==> config.mk <==
export PLATFORM = sky130hd
export DESIGN_NAME = ssc_top
export DESIGN_NICKNAME = d
export VERILOG_FILES = /design/src/verilog/ssc_card_pkg.sv /design/src/verilog/ssc_order_pkg.sv /design/src/verilog/card_intake.sv /design/src/verilog/basket_sorter.sv /design/src/verilog/change_calc.sv /design/src/verilog/ssc_top.sv
export VERILOG_INCLUDE_DIRS = /design/src /design/src/verilog
export SDC_FILE = /design/constraint.sdc
export NUM_CORES = 1
export LEC_CHECK = 0
export ABC_AREA = 1
export BUFFER_PORTS_ARGS = -buffer_cell sky130_fd_sc_hd__clkbuf_2
export CAP_MARGIN = 25
export CORE_AREA = 2 2 195 236
export CTS_CLUSTER_DIAMETER = 50
export DETAILED_ROUTE_END_ITERATION = 8
export DIE_AREA = 0 0 197 238
export GPL_ROUTABILITY_DRIVEN = 1
export PLACE_DENSITY = 0.73
export SLEW_MARGIN = 20
export SYNTH_ARGS = -nofsm -noshare
export SYNTH_HDL_FRONTEND = slang
export SYNTH_SLANG_ARGS = --single-unit
==> constraint.sdc <==
create_clock -name clk -period 37.1 [get_ports clk]
set_clock_uncertainty 0.15 [all_clocks]
set_input_delay 1.855 -clock clk [delete_from_list [all_inputs] [get_ports clk]]
set_output_delay 1.855 -clock clk [all_outputs]
set_load 0.01 [all_outputs]
==> src/verilog/ssc_defs.svh <==
/* size macros for the snack-shopping calculator
   digit and item counts, nibble width, money and sum widths */
`ifndef SSC_DEFS_SVH
`define SSC_DEFS_SVH

// ========================================
// transaction format
// ========================================

// digits in one card number, position 1 is the lowest nibble
`define SSC_CARD_DIGITS 16

// snack kinds per transaction
`define SSC_ITEMS 8

// one card digit, one snack count, one unit price
`define SSC_NIBBLE 4

// ========================================
// arithmetic widths
// ========================================

// input money and the returned change
`define SSC_MONEY_W 9

// count times price, at most 15 * 15
`define SSC_TOTAL_W 8

// running sum of eight totals, at most 8 * 225
`define SSC_SUM_W 11

// card is good when the digit sum is a multiple of this
`define SSC_LUHN_MOD 10

`endif

==> src/verilog/ssc_card_pkg.sv <==
/* card number types used by the Luhn check */
`include "ssc_defs.svh"

package ssc_card_pkg;

    // ========================================
    // card digits
    // ========================================

    // one digit of the card number
    typedef logic [`SSC_NIBBLE-1:0] digit_t;

    // all sixteen digits, index 0 holds position 1
    typedef digit_t card_digits_t [`SSC_CARD_DIGITS];

    // ========================================
    // check sum
    // ========================================

    // sixteen reduced digits of at most 15 each
    // max 240, so eight bits hold it
    typedef logic [7:0] luhn_sum_t;

endpackage

==> src/verilog/ssc_order_pkg.sv <==
/* order types: money, counts, prices, item totals,
   sorted basket and running sums */
`include "ssc_defs.svh"

package ssc_order_pkg;

    // ========================================
    // transaction fields
    // ========================================

    // input money and the change handed back
    typedef logic [`SSC_MONEY_W-1:0] money_t;

    // one snack count or one unit price
    typedef logic [`SSC_NIBBLE-1:0] nibble_t;

    // ========================================
    // derived values
    // ========================================

    // count times price for one snack kind
    typedef logic [`SSC_TOTAL_W-1:0] item_total_t;

    // all item totals of one transaction
    // after the sorter, index 0 is the largest
    typedef item_total_t basket_t [`SSC_ITEMS];

    // running sum over the sorted basket
    // wide enough for all eight totals at 225 each
    typedef logic [`SSC_SUM_W-1:0] prefix_sum_t;

endpackage

==> src/verilog/card_intake.sv <==
/* stage one: Luhn check of the card number,
   registers the verdict, money, counts and prices */
`include "ssc_defs.svh"

module card_intake (
    input  logic                                    clk,
    input  logic                                    reset,
    input  logic                                    in_valid,
    input  logic [`SSC_CARD_DIGITS*`SSC_NIBBLE-1:0] card_num,
    input  ssc_order_pkg::money_t                   input_money,
    input  logic [`SSC_ITEMS*`SSC_NIBBLE-1:0]       snack_num,
    input  logic [`SSC_ITEMS*`SSC_NIBBLE-1:0]       price,
    output logic                                    s1_valid,
    output logic                                    s1_card_ok,
    output ssc_order_pkg::money_t                   s1_money,
    output ssc_order_pkg::nibble_t                  s1_counts [`SSC_ITEMS],
    output ssc_order_pkg::nibble_t                  s1_prices [`SSC_ITEMS]
);

    ssc_card_pkg::card_digits_t digits;
    ssc_card_pkg::card_digits_t reduced;
    ssc_card_pkg::luhn_sum_t    luhn_sum;
    logic                       card_ok;

    // ========================================
    // Luhn check
    // ========================================

    // split card into digits, position 1 first
    always_comb begin
        for (int d = 0; d < `SSC_CARD_DIGITS; d++) begin
            digits[d] = card_num[d*`SSC_NIBBLE +: `SSC_NIBBLE];
        end
    end

    // even positions (odd index) are doubled, minus 9 from 5 up
    // result stays one nibble wide, so hex digits wrap
    always_comb begin
        for (int d = 0; d < `SSC_CARD_DIGITS; d++) begin
            if (d % 2 == 1) begin
                if (digits[d] < 4'd5) begin
                    reduced[d] = digits[d] << 1;
                end else begin
                    reduced[d] = (digits[d] << 1) - 4'd9;
                end
            end else begin
                reduced[d] = digits[d];
            end
        end
    end

    // sum of all sixteen reduced digits
    always_comb begin
        luhn_sum = '0;
        for (int d = 0; d < `SSC_CARD_DIGITS; d++) begin
            luhn_sum = luhn_sum + ssc_card_pkg::luhn_sum_t'(reduced[d]);
        end
    end

    assign card_ok = ((luhn_sum % `SSC_LUHN_MOD) == 0);

    // ========================================
    // stage register
    // ========================================

    // valid strobe, cleared by reset
    always_ff @(posedge clk) begin
        if (reset) begin
            s1_valid <= 1'b0;
        end else begin
            s1_valid <= in_valid;
        end
    end

    // payload loads only on a strobe
    // count k and price k share nibble k
    always_ff @(posedge clk) begin
        if (in_valid) begin
            s1_card_ok <= card_ok;
            s1_money   <= input_money;
            for (int k = 0; k < `SSC_ITEMS; k++) begin
                s1_counts[k] <= snack_num[k*`SSC_NIBBLE +: `SSC_NIBBLE];
                s1_prices[k] <= price[k*`SSC_NIBBLE +: `SSC_NIBBLE];
            end
        end
    end

endmodule

==> src/verilog/basket_sorter.sv <==
/* stage two: eight item totals, descending bitonic sort,
   registers the sorted basket with verdict and money */
`include "ssc_defs.svh"

module basket_sorter (
    input  logic                   clk,
    input  logic                   reset,
    input  logic                   s1_valid,
    input  logic                   s1_card_ok,
    input  ssc_order_pkg::money_t  s1_money,
    input  ssc_order_pkg::nibble_t s1_counts [`SSC_ITEMS],
    input  ssc_order_pkg::nibble_t s1_prices [`SSC_ITEMS],
    output logic                   s2_valid,
    output logic                   s2_card_ok,
    output ssc_order_pkg::money_t  s2_money,
    output ssc_order_pkg::basket_t s2_sorted
);

    ssc_order_pkg::basket_t totals;
    ssc_order_pkg::basket_t net;

    // ========================================
    // item totals
    // ========================================

    // widen both factors first, 15 * 15 fits in 8 bits
    always_comb begin
        for (int k = 0; k < `SSC_ITEMS; k++) begin
            totals[k] = ssc_order_pkg::item_total_t'(s1_counts[k])
                      * ssc_order_pkg::item_total_t'(s1_prices[k]);
        end
    end

    // ========================================
    // sorting network
    // ========================================

    // bitonic network for 8 inputs
    //   k = 2 : 1 layer
    //   k = 4 : 2 layers
    //   k = 8 : 3 layers
    // six compare-exchange layers in total
    // pairs inside one layer never overlap, so in-place swaps are safe
    always_comb begin
        ssc_order_pkg::item_total_t tmp;
        int                         l;
        tmp = '0;
        l   = 0;
        net = totals;
        for (int k = 2; k <= `SSC_ITEMS; k = k * 2) begin
            for (int j = k / 2; j > 0; j = j / 2) begin
                for (int i = 0; i < `SSC_ITEMS; i++) begin
                    l = i ^ j;
                    if (l > i) begin
                        // blocks with bit k clear run high to low,
                        // the others low to high
                        if (((i & k) == 0) ? (net[i] < net[l]) : (net[i] > net[l])) begin
                            tmp    = net[i];
                            net[i] = net[l];
                            net[l] = tmp;
                        end
                    end
                end
            end
        end
    end

    // ========================================
    // stage register
    // ========================================

    always_ff @(posedge clk) begin
        if (reset) begin
            s2_valid <= 1'b0;
        end else begin
            s2_valid <= s1_valid;
        end
    end

    // sorted basket, verdict and money move on together
    always_ff @(posedge clk) begin
        if (s1_valid) begin
            s2_card_ok <= s1_card_ok;
            s2_money   <= s1_money;
            s2_sorted  <= net;
        end
    end

endmodule

==> src/verilog/change_calc.sv <==
/* stage three: running sums of the sorted basket,
   longest affordable prefix and the registered change */
`include "ssc_defs.svh"

module change_calc (
    input  logic                   clk,
    input  logic                   reset,
    input  logic                   s2_valid,
    input  logic                   s2_card_ok,
    input  ssc_order_pkg::money_t  s2_money,
    input  ssc_order_pkg::basket_t s2_sorted,
    output logic                   out_valid,
    output logic                   out_card_ok,
    output ssc_order_pkg::money_t  out_change
);

    ssc_order_pkg::prefix_sum_t run_sum [`SSC_ITEMS];
    ssc_order_pkg::prefix_sum_t spent;
    ssc_order_pkg::money_t      change;

    // ========================================
    // prefix purchase
    // ========================================

    // run_sum[k] = cost of the k+1 largest totals
    always_comb begin
        ssc_order_pkg::prefix_sum_t acc;
        acc = '0;
        for (int k = 0; k < `SSC_ITEMS; k++) begin
            acc        = acc + ssc_order_pkg::prefix_sum_t'(s2_sorted[k]);
            run_sum[k] = acc;
        end
    end

    // walk the prefixes, stop at the first one over budget
    // nothing fits -> spent stays zero
    always_comb begin
        logic blocked;
        blocked = 1'b0;
        spent   = '0;
        for (int k = 0; k < `SSC_ITEMS; k++) begin
            if (!blocked && run_sum[k] <= ssc_order_pkg::prefix_sum_t'(s2_money)) begin
                spent = run_sum[k];
            end else begin
                blocked = 1'b1;
            end
        end
    end

    // bad card buys nothing
    // spent never exceeds the money, so the narrowing is exact
    assign change = s2_card_ok ? (s2_money - ssc_order_pkg::money_t'(spent)) : s2_money;

    // ========================================
    // output register
    // ========================================

    // results read zero after reset and hold between strobes
    always_ff @(posedge clk) begin
        if (reset) begin
            out_valid   <= 1'b0;
            out_card_ok <= 1'b0;
            out_change  <= '0;
        end else begin
            out_valid <= s2_valid;
            if (s2_valid) begin
                out_card_ok <= s2_card_ok;
                out_change  <= change;
            end
        end
    end

endmodule

==> src/verilog/ssc_top.sv <==
/* top level: intake, sorter and change stages in a
   three-cycle pipeline */
`include "ssc_defs.svh"

module ssc_top (
    input  logic                                    clk,
    input  logic                                    reset,
    input  logic                                    in_valid,
    input  logic [`SSC_CARD_DIGITS*`SSC_NIBBLE-1:0] card_num,
    input  ssc_order_pkg::money_t                   input_money,
    input  logic [`SSC_ITEMS*`SSC_NIBBLE-1:0]       snack_num,
    input  logic [`SSC_ITEMS*`SSC_NIBBLE-1:0]       price,
    output logic                                    out_valid,
    output logic                                    out_card_ok,
    output ssc_order_pkg::money_t                   out_change
);

    // stage one -> stage two
    logic                   s1_valid;
    logic                   s1_card_ok;
    ssc_order_pkg::money_t  s1_money;
    ssc_order_pkg::nibble_t s1_counts [`SSC_ITEMS];
    ssc_order_pkg::nibble_t s1_prices [`SSC_ITEMS];

    // stage two -> stage three
    logic                   s2_valid;
    logic                   s2_card_ok;
    ssc_order_pkg::money_t  s2_money;
    ssc_order_pkg::basket_t s2_sorted;

    // card check and unpacking
    card_intake u_card_intake (
        .clk         (clk),
        .reset       (reset),
        .in_valid    (in_valid),
        .card_num    (card_num),
        .input_money (input_money),
        .snack_num   (snack_num),
        .price       (price),
        .s1_valid    (s1_valid),
        .s1_card_ok  (s1_card_ok),
        .s1_money    (s1_money),
        .s1_counts   (s1_counts),
        .s1_prices   (s1_prices)
    );

    // totals and descending sort
    basket_sorter u_basket_sorter (
        .clk        (clk),
        .reset      (reset),
        .s1_valid   (s1_valid),
        .s1_card_ok (s1_card_ok),
        .s1_money   (s1_money),
        .s1_counts  (s1_counts),
        .s1_prices  (s1_prices),
        .s2_valid   (s2_valid),
        .s2_card_ok (s2_card_ok),
        .s2_money   (s2_money),
        .s2_sorted  (s2_sorted)
    );

    // prefix purchase and change
    change_calc u_change_calc (
        .clk         (clk),
        .reset       (reset),
        .s2_valid    (s2_valid),
        .s2_card_ok  (s2_card_ok),
        .s2_money    (s2_money),
        .s2_sorted   (s2_sorted),
        .out_valid   (out_valid),
        .out_card_ok (out_card_ok),
        .out_change  (out_change)
    );

endmodule

# Word level (Yosys, flattened, before mapping)
# Index checks and enable logic that the tools add are counted.
# W data, S select, Z words.
[word_totals] register_bits=161 inputBits=140 output_inout_bits=11 wordCells=187
[op_classes] add_sub_neg=31 mul=8 div_mod_pow=1 order_cmp=40 muxes=60 n_reduce_logical=14
[ops] cell="$mux W8" n=25
[ops] cell="$mux W16" n=12
[ops] cell="$lt A8 B8 Y1" n=18
[ops] cell="$add A8 B4 Y8" n=14
[ops] cell="$le A11 B9 Y1" n=7
[ops] cell="$mux W9" n=8
[ops] cell="$mul A4 B4 Y8" n=8
[ops] cell="$add A11 B8 Y11" n=5
[ops] cell="$gt A8 B8 Y1" n=6
[ops] cell="$logic_not A32 Y1" n=1
[ops] cell="$lt A4 B3 Y1 const B" n=8
[ops] cell="$mod A8 B4 Y32 const B" n=1
[ops] cell="$mux W4" n=8
[ops] cell="$sub A4 B4 Y4 const B" n=8
[ops] cell="$add A9 B8 Y10" n=1
[ops] cell="$add A8 B8 Y9" n=1
[ops] cell="$le A8 B9 Y1" n=1
[ops] cell="$sub A9 B9 Y9" n=1
[ops] cell="$logic_and A1 B1 Y1" n=7
[ops] cell="$mux W1" n=7
[ops] cell="$logic_not A1 Y1" n=6
[ops] cell="$add A4 B4 Y5" n=1

# Longest topological paths before layout
# Gate-level depths: netlist of run 1.
[logic_depth] word_depth=24 ltp_mapped=79 mapped_depth_nobuf=73

# Modules after synthesis
# From an unflattened synthesis of run 1, not the netlist that was laid out.
[hier_totals] cells_unflattened=3711 area_unflattened_um2=25902.3
[by_module_without_submodules] mod="basket_sorter" n_inst=1 cells_each=2246 area_each_um2=14361.3 seq_area_each_um2=2242.2
[by_module_without_submodules] mod="change_calc" n_inst=1 cells_each=934 area_each_um2=6039.5 seq_area_each_um2=220.2
[by_module_without_submodules] mod="card_intake" n_inst=1 cells_each=531 area_each_um2=5501.5 seq_area_each_um2=2242.2

# Worst setup path after synthesis of run 1
# Ideal clock, no wire load.
[synth_timing] path_kind="reg2reg" start="register u_card_intake.s1_counts[9] in the netlist's numbering" end="register u_basket_sorter.s2_sorted[10] in the netlist's numbering (data pin)" setup_time_ns=0.253 arrival_ns=11.315 required_ns=36.697 path_slack_ns=25.382 stages_incl_launch_ff=58 n_path_buf=6 period_less_slack_ns=11.718 cell_sequence="edfxtp_1 nand2_1 fa_1 fa_1 inv_1 ha_1 nand3_1 and2_1 inv_1 a21oi_1 nor2_1 nor2_1 xor2_1 ha_1 a21oi_1 o21a_1 nand2_1 inv_1 [22 not listed] o21ai_0 ha_1 a21oi_1 nor2_1 a211oi_1 nand2_4 inv_1 buf_2 nand2_1 o21ai_1 ha_1 a21oi_1 nor2_1 a211oi_1 nand2_4 buf_6 nand2_1 nand2_1"
[synth_rtl] item="start: declaration" line_no="card_intake.sv:16" source="output ssc_order_pkg::nibble_t s1_counts [`SSC_ITEMS],"
[synth_rtl] item="start signal: indexed assignment" line_no="card_intake.sv:82" source="s1_counts[k] <= snack_num[k*`SSC_NIBBLE +: `SSC_NIBBLE];"
[synth_rtl] item="end signal: assignment" line_no="basket_sorter.sv:85" source="s2_sorted <= net;"
[synth_rtl] item="end: declaration" line_no="basket_sorter.sv:16" source="output ssc_order_pkg::basket_t s2_sorted"

==> flow_metrics.env, run 1 <==
export IMPL_antennaDiodeCount=0
export IMPL_cts_buffer_depth=2
export IMPL_cts_setup_buffers=0
export IMPL_die_w_um=197
export IMPL_final_util=0.588
export IMPL_r2r_start="u_card_intake.s1_prices[2]"
export IMPL_drtIter0Drc=1225
export IMPL_end_kind="register"
export IMPL_hold_path_end="u_basket_sorter.s2_money[6]"
export IMPL_worstPathMaxFanout=17
export IMPL_cts_clk_slew_worst_paths_ns=0.07
export IMPL_syn_avg_cell_area_um2=7.22
export IMPL_port_buffers=150
export IMPL_setup_ws_ns=23.68
export IMPL_hold_violations=0
export IMPL_overflow=0
export IMPL_crit_type="register to register"
export IMPL_setup_violations=0
export IMPL_io_pins=151
export IMPL_grt_pass1_vias=20700
export IMPL_tightest_slew_ns=0.970
export IMPL_cts_max_level=4
export IMPL_crit_slowest_cell="a32oi_1"
export IMPL_hold_depth=0
export IMPL_grt_total_usage=0.260
export IMPL_post_cts_resized=0
export IMPL_dpl_hpwl_um=49700
export IMPL_slew_headroom=0.353
export IMPL_syn_inst=3362
export IMPL_cts_sinks=161
export IMPL_die_area_mm2=0.0469
export IMPL_synth_edf_count=148
export IMPL_async_flop_share=0
export IMPL_grt_pass1_wl_um=97900
export IMPL_finalCritPeriodShare=0.362
export IMPL_drv_slew=0
export IMPL_ys_warn_count=0
export IMPL_rsz0062_at_grt="no"
export IMPL_place_congestion=0.993
export IMPL_grt_max_degree=76
export IMPL_rr_worst_depth=57
export IMPL_synth_top_area_cell="ha_1"
export IMPL_synthTopCellsByArea="ha_1, edfxtp_1, nand2_1, inv_1, o21ai_0"
export IMPL_ys_ff_latch=161
export IMPL_max_freq_ghz=0.0745
export IMPL_syn2layout_area_growth_pct=7.62
export IMPL_ys_seq_area_frac=0.194
export IMPL_initial_core_util=0.546
export IMPL_outcome="finished, final reports clean"
export IMPL_avgRoutedWirePerCell_um=14.5
export IMPL_hp_class="register to register"
export IMPL_slowest_delay_ns=0.61
export IMPL_synth_top_area_share=0.224
export IMPL_cap_violations=0
export IMPL_r2r_end="u_basket_sorter.s2_sorted[5]"
export IMPL_tritoncts_num_buffers=17
export IMPL_row_count=85
export IMPL_drive_gt1_frac=0.0787
export IMPL_reg2reg_slack_ns=23.68
export IMPL_worstPathArrival_ns=13.50
export IMPL_routed_via_count=21600
export IMPL_hold_start="u_card_intake.s1_money[6]"
export IMPL_ys_flop_type="edfxtp_1"
export IMPL_start_kind="register"
export IMPL_drc=0
export IMPL_viasPerCell=5.31
export IMPL_place_ws_ns=23.40
export IMPL_fp_coreArea_mm2=0.0445
export IMPL_die_y_um=238
export IMPL_synth_fp_nets=4027
export IMPL_cts_root_buf="clkbuf_16"
export IMPL_cts_tree="yes"
export IMPL_clkLatencyLatePin_ns=0.48
export IMPL_yosys_cell_types_count=59
export IMPL_ant_nets=0
export IMPL_syn_area_mm2=0.0243
export IMPL_fin_setup_tns_ns=0
export IMPL_period_minus_slack_ns=13.42
export IMPL_worstPathRequired_ns=37.17
export IMPL_first_pass_iters=5
export IMPL_finish_net_count=4147
export IMPL_antenna_found_initial=0
export IMPL_postCtsHoldBufs=0
export IMPL_routed_wirelength_um=58700
-- how the worst max path moves through the flow --
| stage | depth (start not counted) | to | slack [ns] | startpoint |
|---|---|---|---|---|
| 2_1_floorplan | 57 | u_basket_sorter.s2_sorted[10] | 25.38 | u_card_intake.s1_counts[9] |
| 3_3_place_gp | 54 | u_basket_sorter.s2_sorted[61] | 23.55 | u_card_intake.s1_counts[0] |
| 3_5_place_dp | 54 | u_basket_sorter.s2_sorted[51] | 23.40 | u_card_intake.s1_counts[0] |
| 4_1_cts | 54 | u_basket_sorter.s2_sorted[51] | 23.42 | u_card_intake.s1_counts[0] |
| 5_1_grt | 57 | u_basket_sorter.s2_sorted[60] | 22.24 | u_card_intake.s1_counts[16] |
| 6_report | 57 | u_basket_sorter.s2_sorted[5] | 23.68 | u_card_intake.s1_prices[2] |
-- Yosys cell counts (all sizes together), types with 2 or more instances --
cell type / number
a211oi: 23
a21boi: 6
a21o: 2
a21oi: 173
a221oi: 4
a22oi: 2
a31oi: 3
a32oi: 2
and2: 10
buf: 12
clkbuf: 47
dfxtp: 13
edfxtp: 148
fa: 90
ha: 435
inv: 538
nand2: 965
nand3: 137
nand4: 12
nor2: 151
nor3: 7
o2111ai: 2
o211ai: 10
o21a: 12
o21ai: 397
o21bai: 17
o221ai: 5
o22ai: 7
o31ai: 4
o41ai: 5
or2: 7
xnor2: 37
xor2: 72
-- worst max-delay path: cells and delay by family (launching register included) --
| family | cells | cell delay (ns) |
|---|---|---|
| buffers and inverters | 10 | 2.23 |
| xor gates and xnor gates | 1 | 0.26 |
| AOI/OAI and AO/OA | 18 | 4.69 |
| DFF | 1 | 0.44 |
| adders and majority gates | 9 | 3.28 |
| and+or+nand+nor | 19 | 2.11 |
-- registers in the layout (all words and copies together), names as in the netlist --
name,flops
u_card_intake.s1_valid,1
u_basket_sorter.s2_valid,1
u_card_intake.s1_money,9
u_change_calc.out_card_ok,1
u_card_intake.s1_card_ok,1
u_change_calc.out_valid,1
u_basket_sorter.s2_card_ok,1
u_basket_sorter.s2_money,9
u_card_intake.s1_prices,32
u_card_intake.s1_counts,32
u_change_calc.out_change,9
u_basket_sorter.s2_sorted,64
-- layout make-up --
cell class                      instances  area [µm²]
Inverter                              538        2020
Clock buffer                           18         429
Timing Repair Buffer                  160         826
Fill cell                            4214       18300
Tap cell                              565         707
Sequential cell                       161        4710
Multi-Input combinational cell       2604       17300
Clock inverter                         14         128
-- through the flow --
| step | cells | cell area, µm² | hold WS [ns] |
|---|---|---|---|
| 2_1_floorplan | 3362 | 24300 | 0.250 |
| 3_3_place_gp | 4026 | 25600 | 0.253 |
| 3_5_place_dp | 4026 | 25600 | 0.255 |
| 4_1_cts | 4058 | 26100 | 0.271 |
| 5_1_grt | 4060 | 26100 | 0.288 |
| 6_report | 4060 | 26100 | 0.268 |
-- per-layer routing --
| metal | vias to the layer above | global-route usage | part of all wire |
|---|---|---|---|
| met5 | - | 0 | 0 |
| met3 | 154 | 0.0348 | 0.033 |
| met1 | 9625 | 0.301 | 0.42 |
| met2 | 451 | 0.470 | 0.50 |
| li1 | 11300 | - | - |
| met4 | 0 | 0.129 | 0.047 |
-- layout by cell type (no fill, tap or decap), drive strengths merged, types with 6 or more instances in the layout --
cell type	n
nand2	965
inv	543
ha	435
o21ai	397
a21oi	173
clkbuf	168
nor2	151
edfxtp	148
nand3	137
fa	90
xor2	72
xnor2	37
a211oi	23
o21bai	17
dfxtp	13
o21a	12
nand4	12
and2	10
o211ai	10
buf	10
o22ai	7
nor3	7
or2	7
a21boi	6
-- cells by family after synthesis --
| family | Yosys count | synth area share |
|---|---|---|
| compound gates | 679 | 0.153 |
| xor+xnor | 109 | 0.0405 |
| fa+ha+maj | 525 | 0.298 |
| buf+inv | 597 | 0.0942 |
| flops | 161 | 0.194 |
| simple gates | 1291 | 0.220 |
Power of run 1 is left out: the tool's default activity adds up to more than one toggle a clock period on the data nets, which glitch-free logic cannot reach.
==> inputs of run 2 (changes only) <==
--- a/config.mk
+++ b/config.mk
@@ -6,13 +6,13 @@
 export SDC_FILE = /design/constraint.sdc
 export NUM_CORES = 1
 export LEC_CHECK = 0
-export ABC_AREA = 1
+export ABC_AREA = 0
 export BUFFER_PORTS_ARGS = -buffer_cell sky130_fd_sc_hd__clkbuf_2
 export CAP_MARGIN = 25
-export CORE_AREA = 2 2 195 236
+export CORE_AREA = 2 2 199 240
 export CTS_CLUSTER_DIAMETER = 50
 export DETAILED_ROUTE_END_ITERATION = 8
-export DIE_AREA = 0 0 197 238
+export DIE_AREA = 0 0 201 242
 export GPL_ROUTABILITY_DRIVEN = 1
 export PLACE_DENSITY = 0.73
 export SLEW_MARGIN = 20
==> constraint.sdc (replaced) <==
create_clock -name clk -period 13.8 [get_ports clk]
set_clock_uncertainty 0.15 [all_clocks]
set_input_delay 0.69 -clock clk [delete_from_list [all_inputs] [get_ports clk]]
set_output_delay 0.69 -clock clk [all_outputs]
set_load 0.01 [all_outputs]
==> run 2 against run 1 <==
  * Critical path depth increased by 2
  * First-iteration DRC count decreased by 4.9%
  * Register-to-register slack got worse by 23 ns
  * Sequential share of layout area down 1.8 points
  * Via count is 1.4% higher
  * Global-route usage grew 1.4 points
  * Critical path type unchanged
  * Critical endpoint is now u_basket_sorter.s2_sorted[58]
  * Largest cell class unchanged
  * Highest routed layer unchanged
==> flow_metrics.env, run 2 <==
export IMPL_finish_net_count=3758
export IMPL_placed_cell_area_mm2=0.0273
export IMPL_fill_cells=3944
export IMPL_drtIter0Drc=1165
export IMPL_path_common_cell="ha_1"
export IMPL_avgRoutedWirePerCell_um=18.3
export IMPL_syn2layout_area_growth_pct=15.3
export IMPL_ys_seq_area_frac=0.186
export IMPL_top_layer_used="met4"
export IMPL_routed_wirelength_um=68300
export IMPL_cts_clk_slew_worst_paths_ns=0.07
export IMPL_antenna_found_initial=0
export IMPL_cts_max_level=4
export IMPL_row_count=87
export IMPL_cts_buffer_depth=2
export IMPL_final_cell_mix="ha_1, inv_1, mux2i_1"
export IMPL_synthTopCellsByCount="ha_1, inv_1, mux2i_1"
export IMPL_worstPathMaxFanout=12
export IMPL_routed_via_count=21900
export IMPL_tritoncts_num_buffers=17
export IMPL_die_y_um=242
export IMPL_cts_root_buf="clkbuf_16"
export IMPL_synth_edf_count=148
export IMPL_hold_violations=0
export IMPL_syn_avg_cell_area_um2=8.88
export IMPL_synth_top_area_share=0.216
export IMPL_final_common_cell="ha_1"
export IMPL_viasPerCell=5.86
export IMPL_first_pass_iters=5
export IMPL_final_cells=3729
export IMPL_io_pins=151
export IMPL_syn_area_mm2=0.0252
export IMPL_die_w_um=201
export IMPL_syn_inst=2841
export IMPL_cap_violations=0
export IMPL_clkLatencyLatePin_ns=0.47
export IMPL_drv_slew=0
export IMPL_crit_slowest_cell="fa_1"
export IMPL_top_regs="u_basket_sorter.s2_sorted x64, u_card_intake.s1_counts x32, u_card_intake.s1_prices x32"
export IMPL_synth_most_common_cell="ha_1"
export IMPL_synthTopCellsByArea="ha_1, edfxtp_1, mux2i_1, fa_1, inv_1"
export IMPL_async_flop_share=0
export IMPL_max_freq_ghz=0.0751
export IMPL_ys_ff_latch=161
export IMPL_dpl_hpwl_um=56200
export IMPL_port_buffers=150
export IMPL_start_kind="register"
export IMPL_cts_sinks=161
export IMPL_yosys_cell_types_count=91
export IMPL_grt_total_usage=0.274
export IMPL_worstPathRequired_ns=13.84
export IMPL_slowest_delay_ns=0.61
export IMPL_finalCritPeriodShare=0.965
export IMPL_ys_warn_count=0
export IMPL_slew_headroom=0.387
export IMPL_hp_class="input port to register"
export IMPL_synth_top_area_cell="ha_1"
export IMPL_grt_max_degree=73
export IMPL_finalInstanceArea_mm2=0.0291
export IMPL_initial_core_util=0.543
export IMPL_cts_tree="yes"
export IMPL_worstPathArrival_ns=13.35
export IMPL_ant_nets=0
export IMPL_ys_flop_type="edfxtp_1"
export IMPL_overflow=0
export IMPL_period_minus_slack_ns=13.31
export IMPL_drc=0
export IMPL_setup_ws_ns=0.485
export IMPL_tightest_slew_ns=0.910
export IMPL_wl_met2_um=34600
export IMPL_die_area_mm2=0.0486
export IMPL_setup_violations=0
export IMPL_antennaDiodeCount=0
export IMPL_fp_coreArea_mm2=0.0465
export IMPL_routed_wl_met3_um=2570
export IMPL_place_ws_ns=-0.578
export IMPL_final_util=0.626
export IMPL_postCtsHoldBufs=0
export IMPL_grt_pass1_vias=22100
export IMPL_crit_type="register to register"
export IMPL_grt_pass1_wl_um=108000
export IMPL_drive_gt1_frac=0.168
export IMPL_place_congestion=0.979
export IMPL_outcome="finished, final reports clean"
export IMPL_largest_reg_flops=64
export IMPL_synth_fp_nets=3506
export IMPL_wl_met1_um=27000
export IMPL_placed_cells=3651
export IMPL_top_register="u_basket_sorter.s2_sorted"
export IMPL_end_kind="register"
==> run 2: final cells by class <==
type	count	area, µm²	area share
Tap cell	623	779	0.0268
Multi-Input combinational cell	2212	19700	0.675
Clock buffer	19	455	0.0156
Clock inverter	13	115	0.00395
Timing Repair Buffer	283	1830	0.0630
Sequential cell	161	4710	0.162
Inverter	418	1570	0.0539
==> run 2: final timing paths <==
path                                     from  cells after the start  slack (ns)                             to
setup reg to reg  u_card_intake.s1_prices[27]                     59        0.49  u_basket_sorter.s2_sorted[58]
hold reg to reg     u_card_intake.s1_money[1]                      0        0.27    u_basket_sorter.s2_money[1]
setup / recovery  u_card_intake.s1_prices[27]                     59        0.49  u_basket_sorter.s2_sorted[58]
hold / removal                       price[3]                      1        0.24    u_card_intake.s1_prices[31]
==> run 2: kinds of logic (layout without fill, tap and decap cells) <==
family | Yosys count | count (layout) | share of synthesized area
fa+ha+maj | 525 | 525 | 0.287
compound gates | 632 | 635 | 0.162
buf+inv | 471 | 733 | 0.0710
simple gates | 603 | 603 | 0.117
mux | 352 | 352 | 0.141
xor+xnor | 97 | 97 | 0.0351
flops | 161 | 161 | 0.186
==> run 2: layer usage <==
metal / vias up / global-route usage
met4: 0 / 0.161
met1: 10400 / 0.305
met2: 626 / 0.499
li1: 10600 / -
met3: 241 / 0.0348
met5: - / 0
==> run 2: critical path, delay by kind of cell (launching register included) <==
family | cells | cell delay, ns
adders and majority gates | 9 | 3.21
AOI/OAI and AO/OA | 26 | 5.11
and+or+nand+nor | 7 | 1.10
DFF | 1 | 0.39
xor gates and xnor gates | 1 | 0.20
buffers and inverters | 10 | 1.36
muxes | 6 | 1.47
==> run 2: what timing repair did <==
action / 4_1_cts / 5_1_grt
pin swaps: 2 / 15
gates resized for setup: 35 / 175
setup endpoints to repair: 64 / 64
setup buffers: 1 / 37
gates cloned: 0 / 8
==> run 2: per-stage QoR <==
step | hold slack (ns) | TNS, ns
after floorplan | 0.250 | 0
after global placement | 0.254 | -2.25
after detailed placement | 0.257 | -24.61
after CTS | 0.219 | 0
after global routing | 0.215 | -2.57
final | 0.239 | 0
Power of run 2 is left out for the same reason.
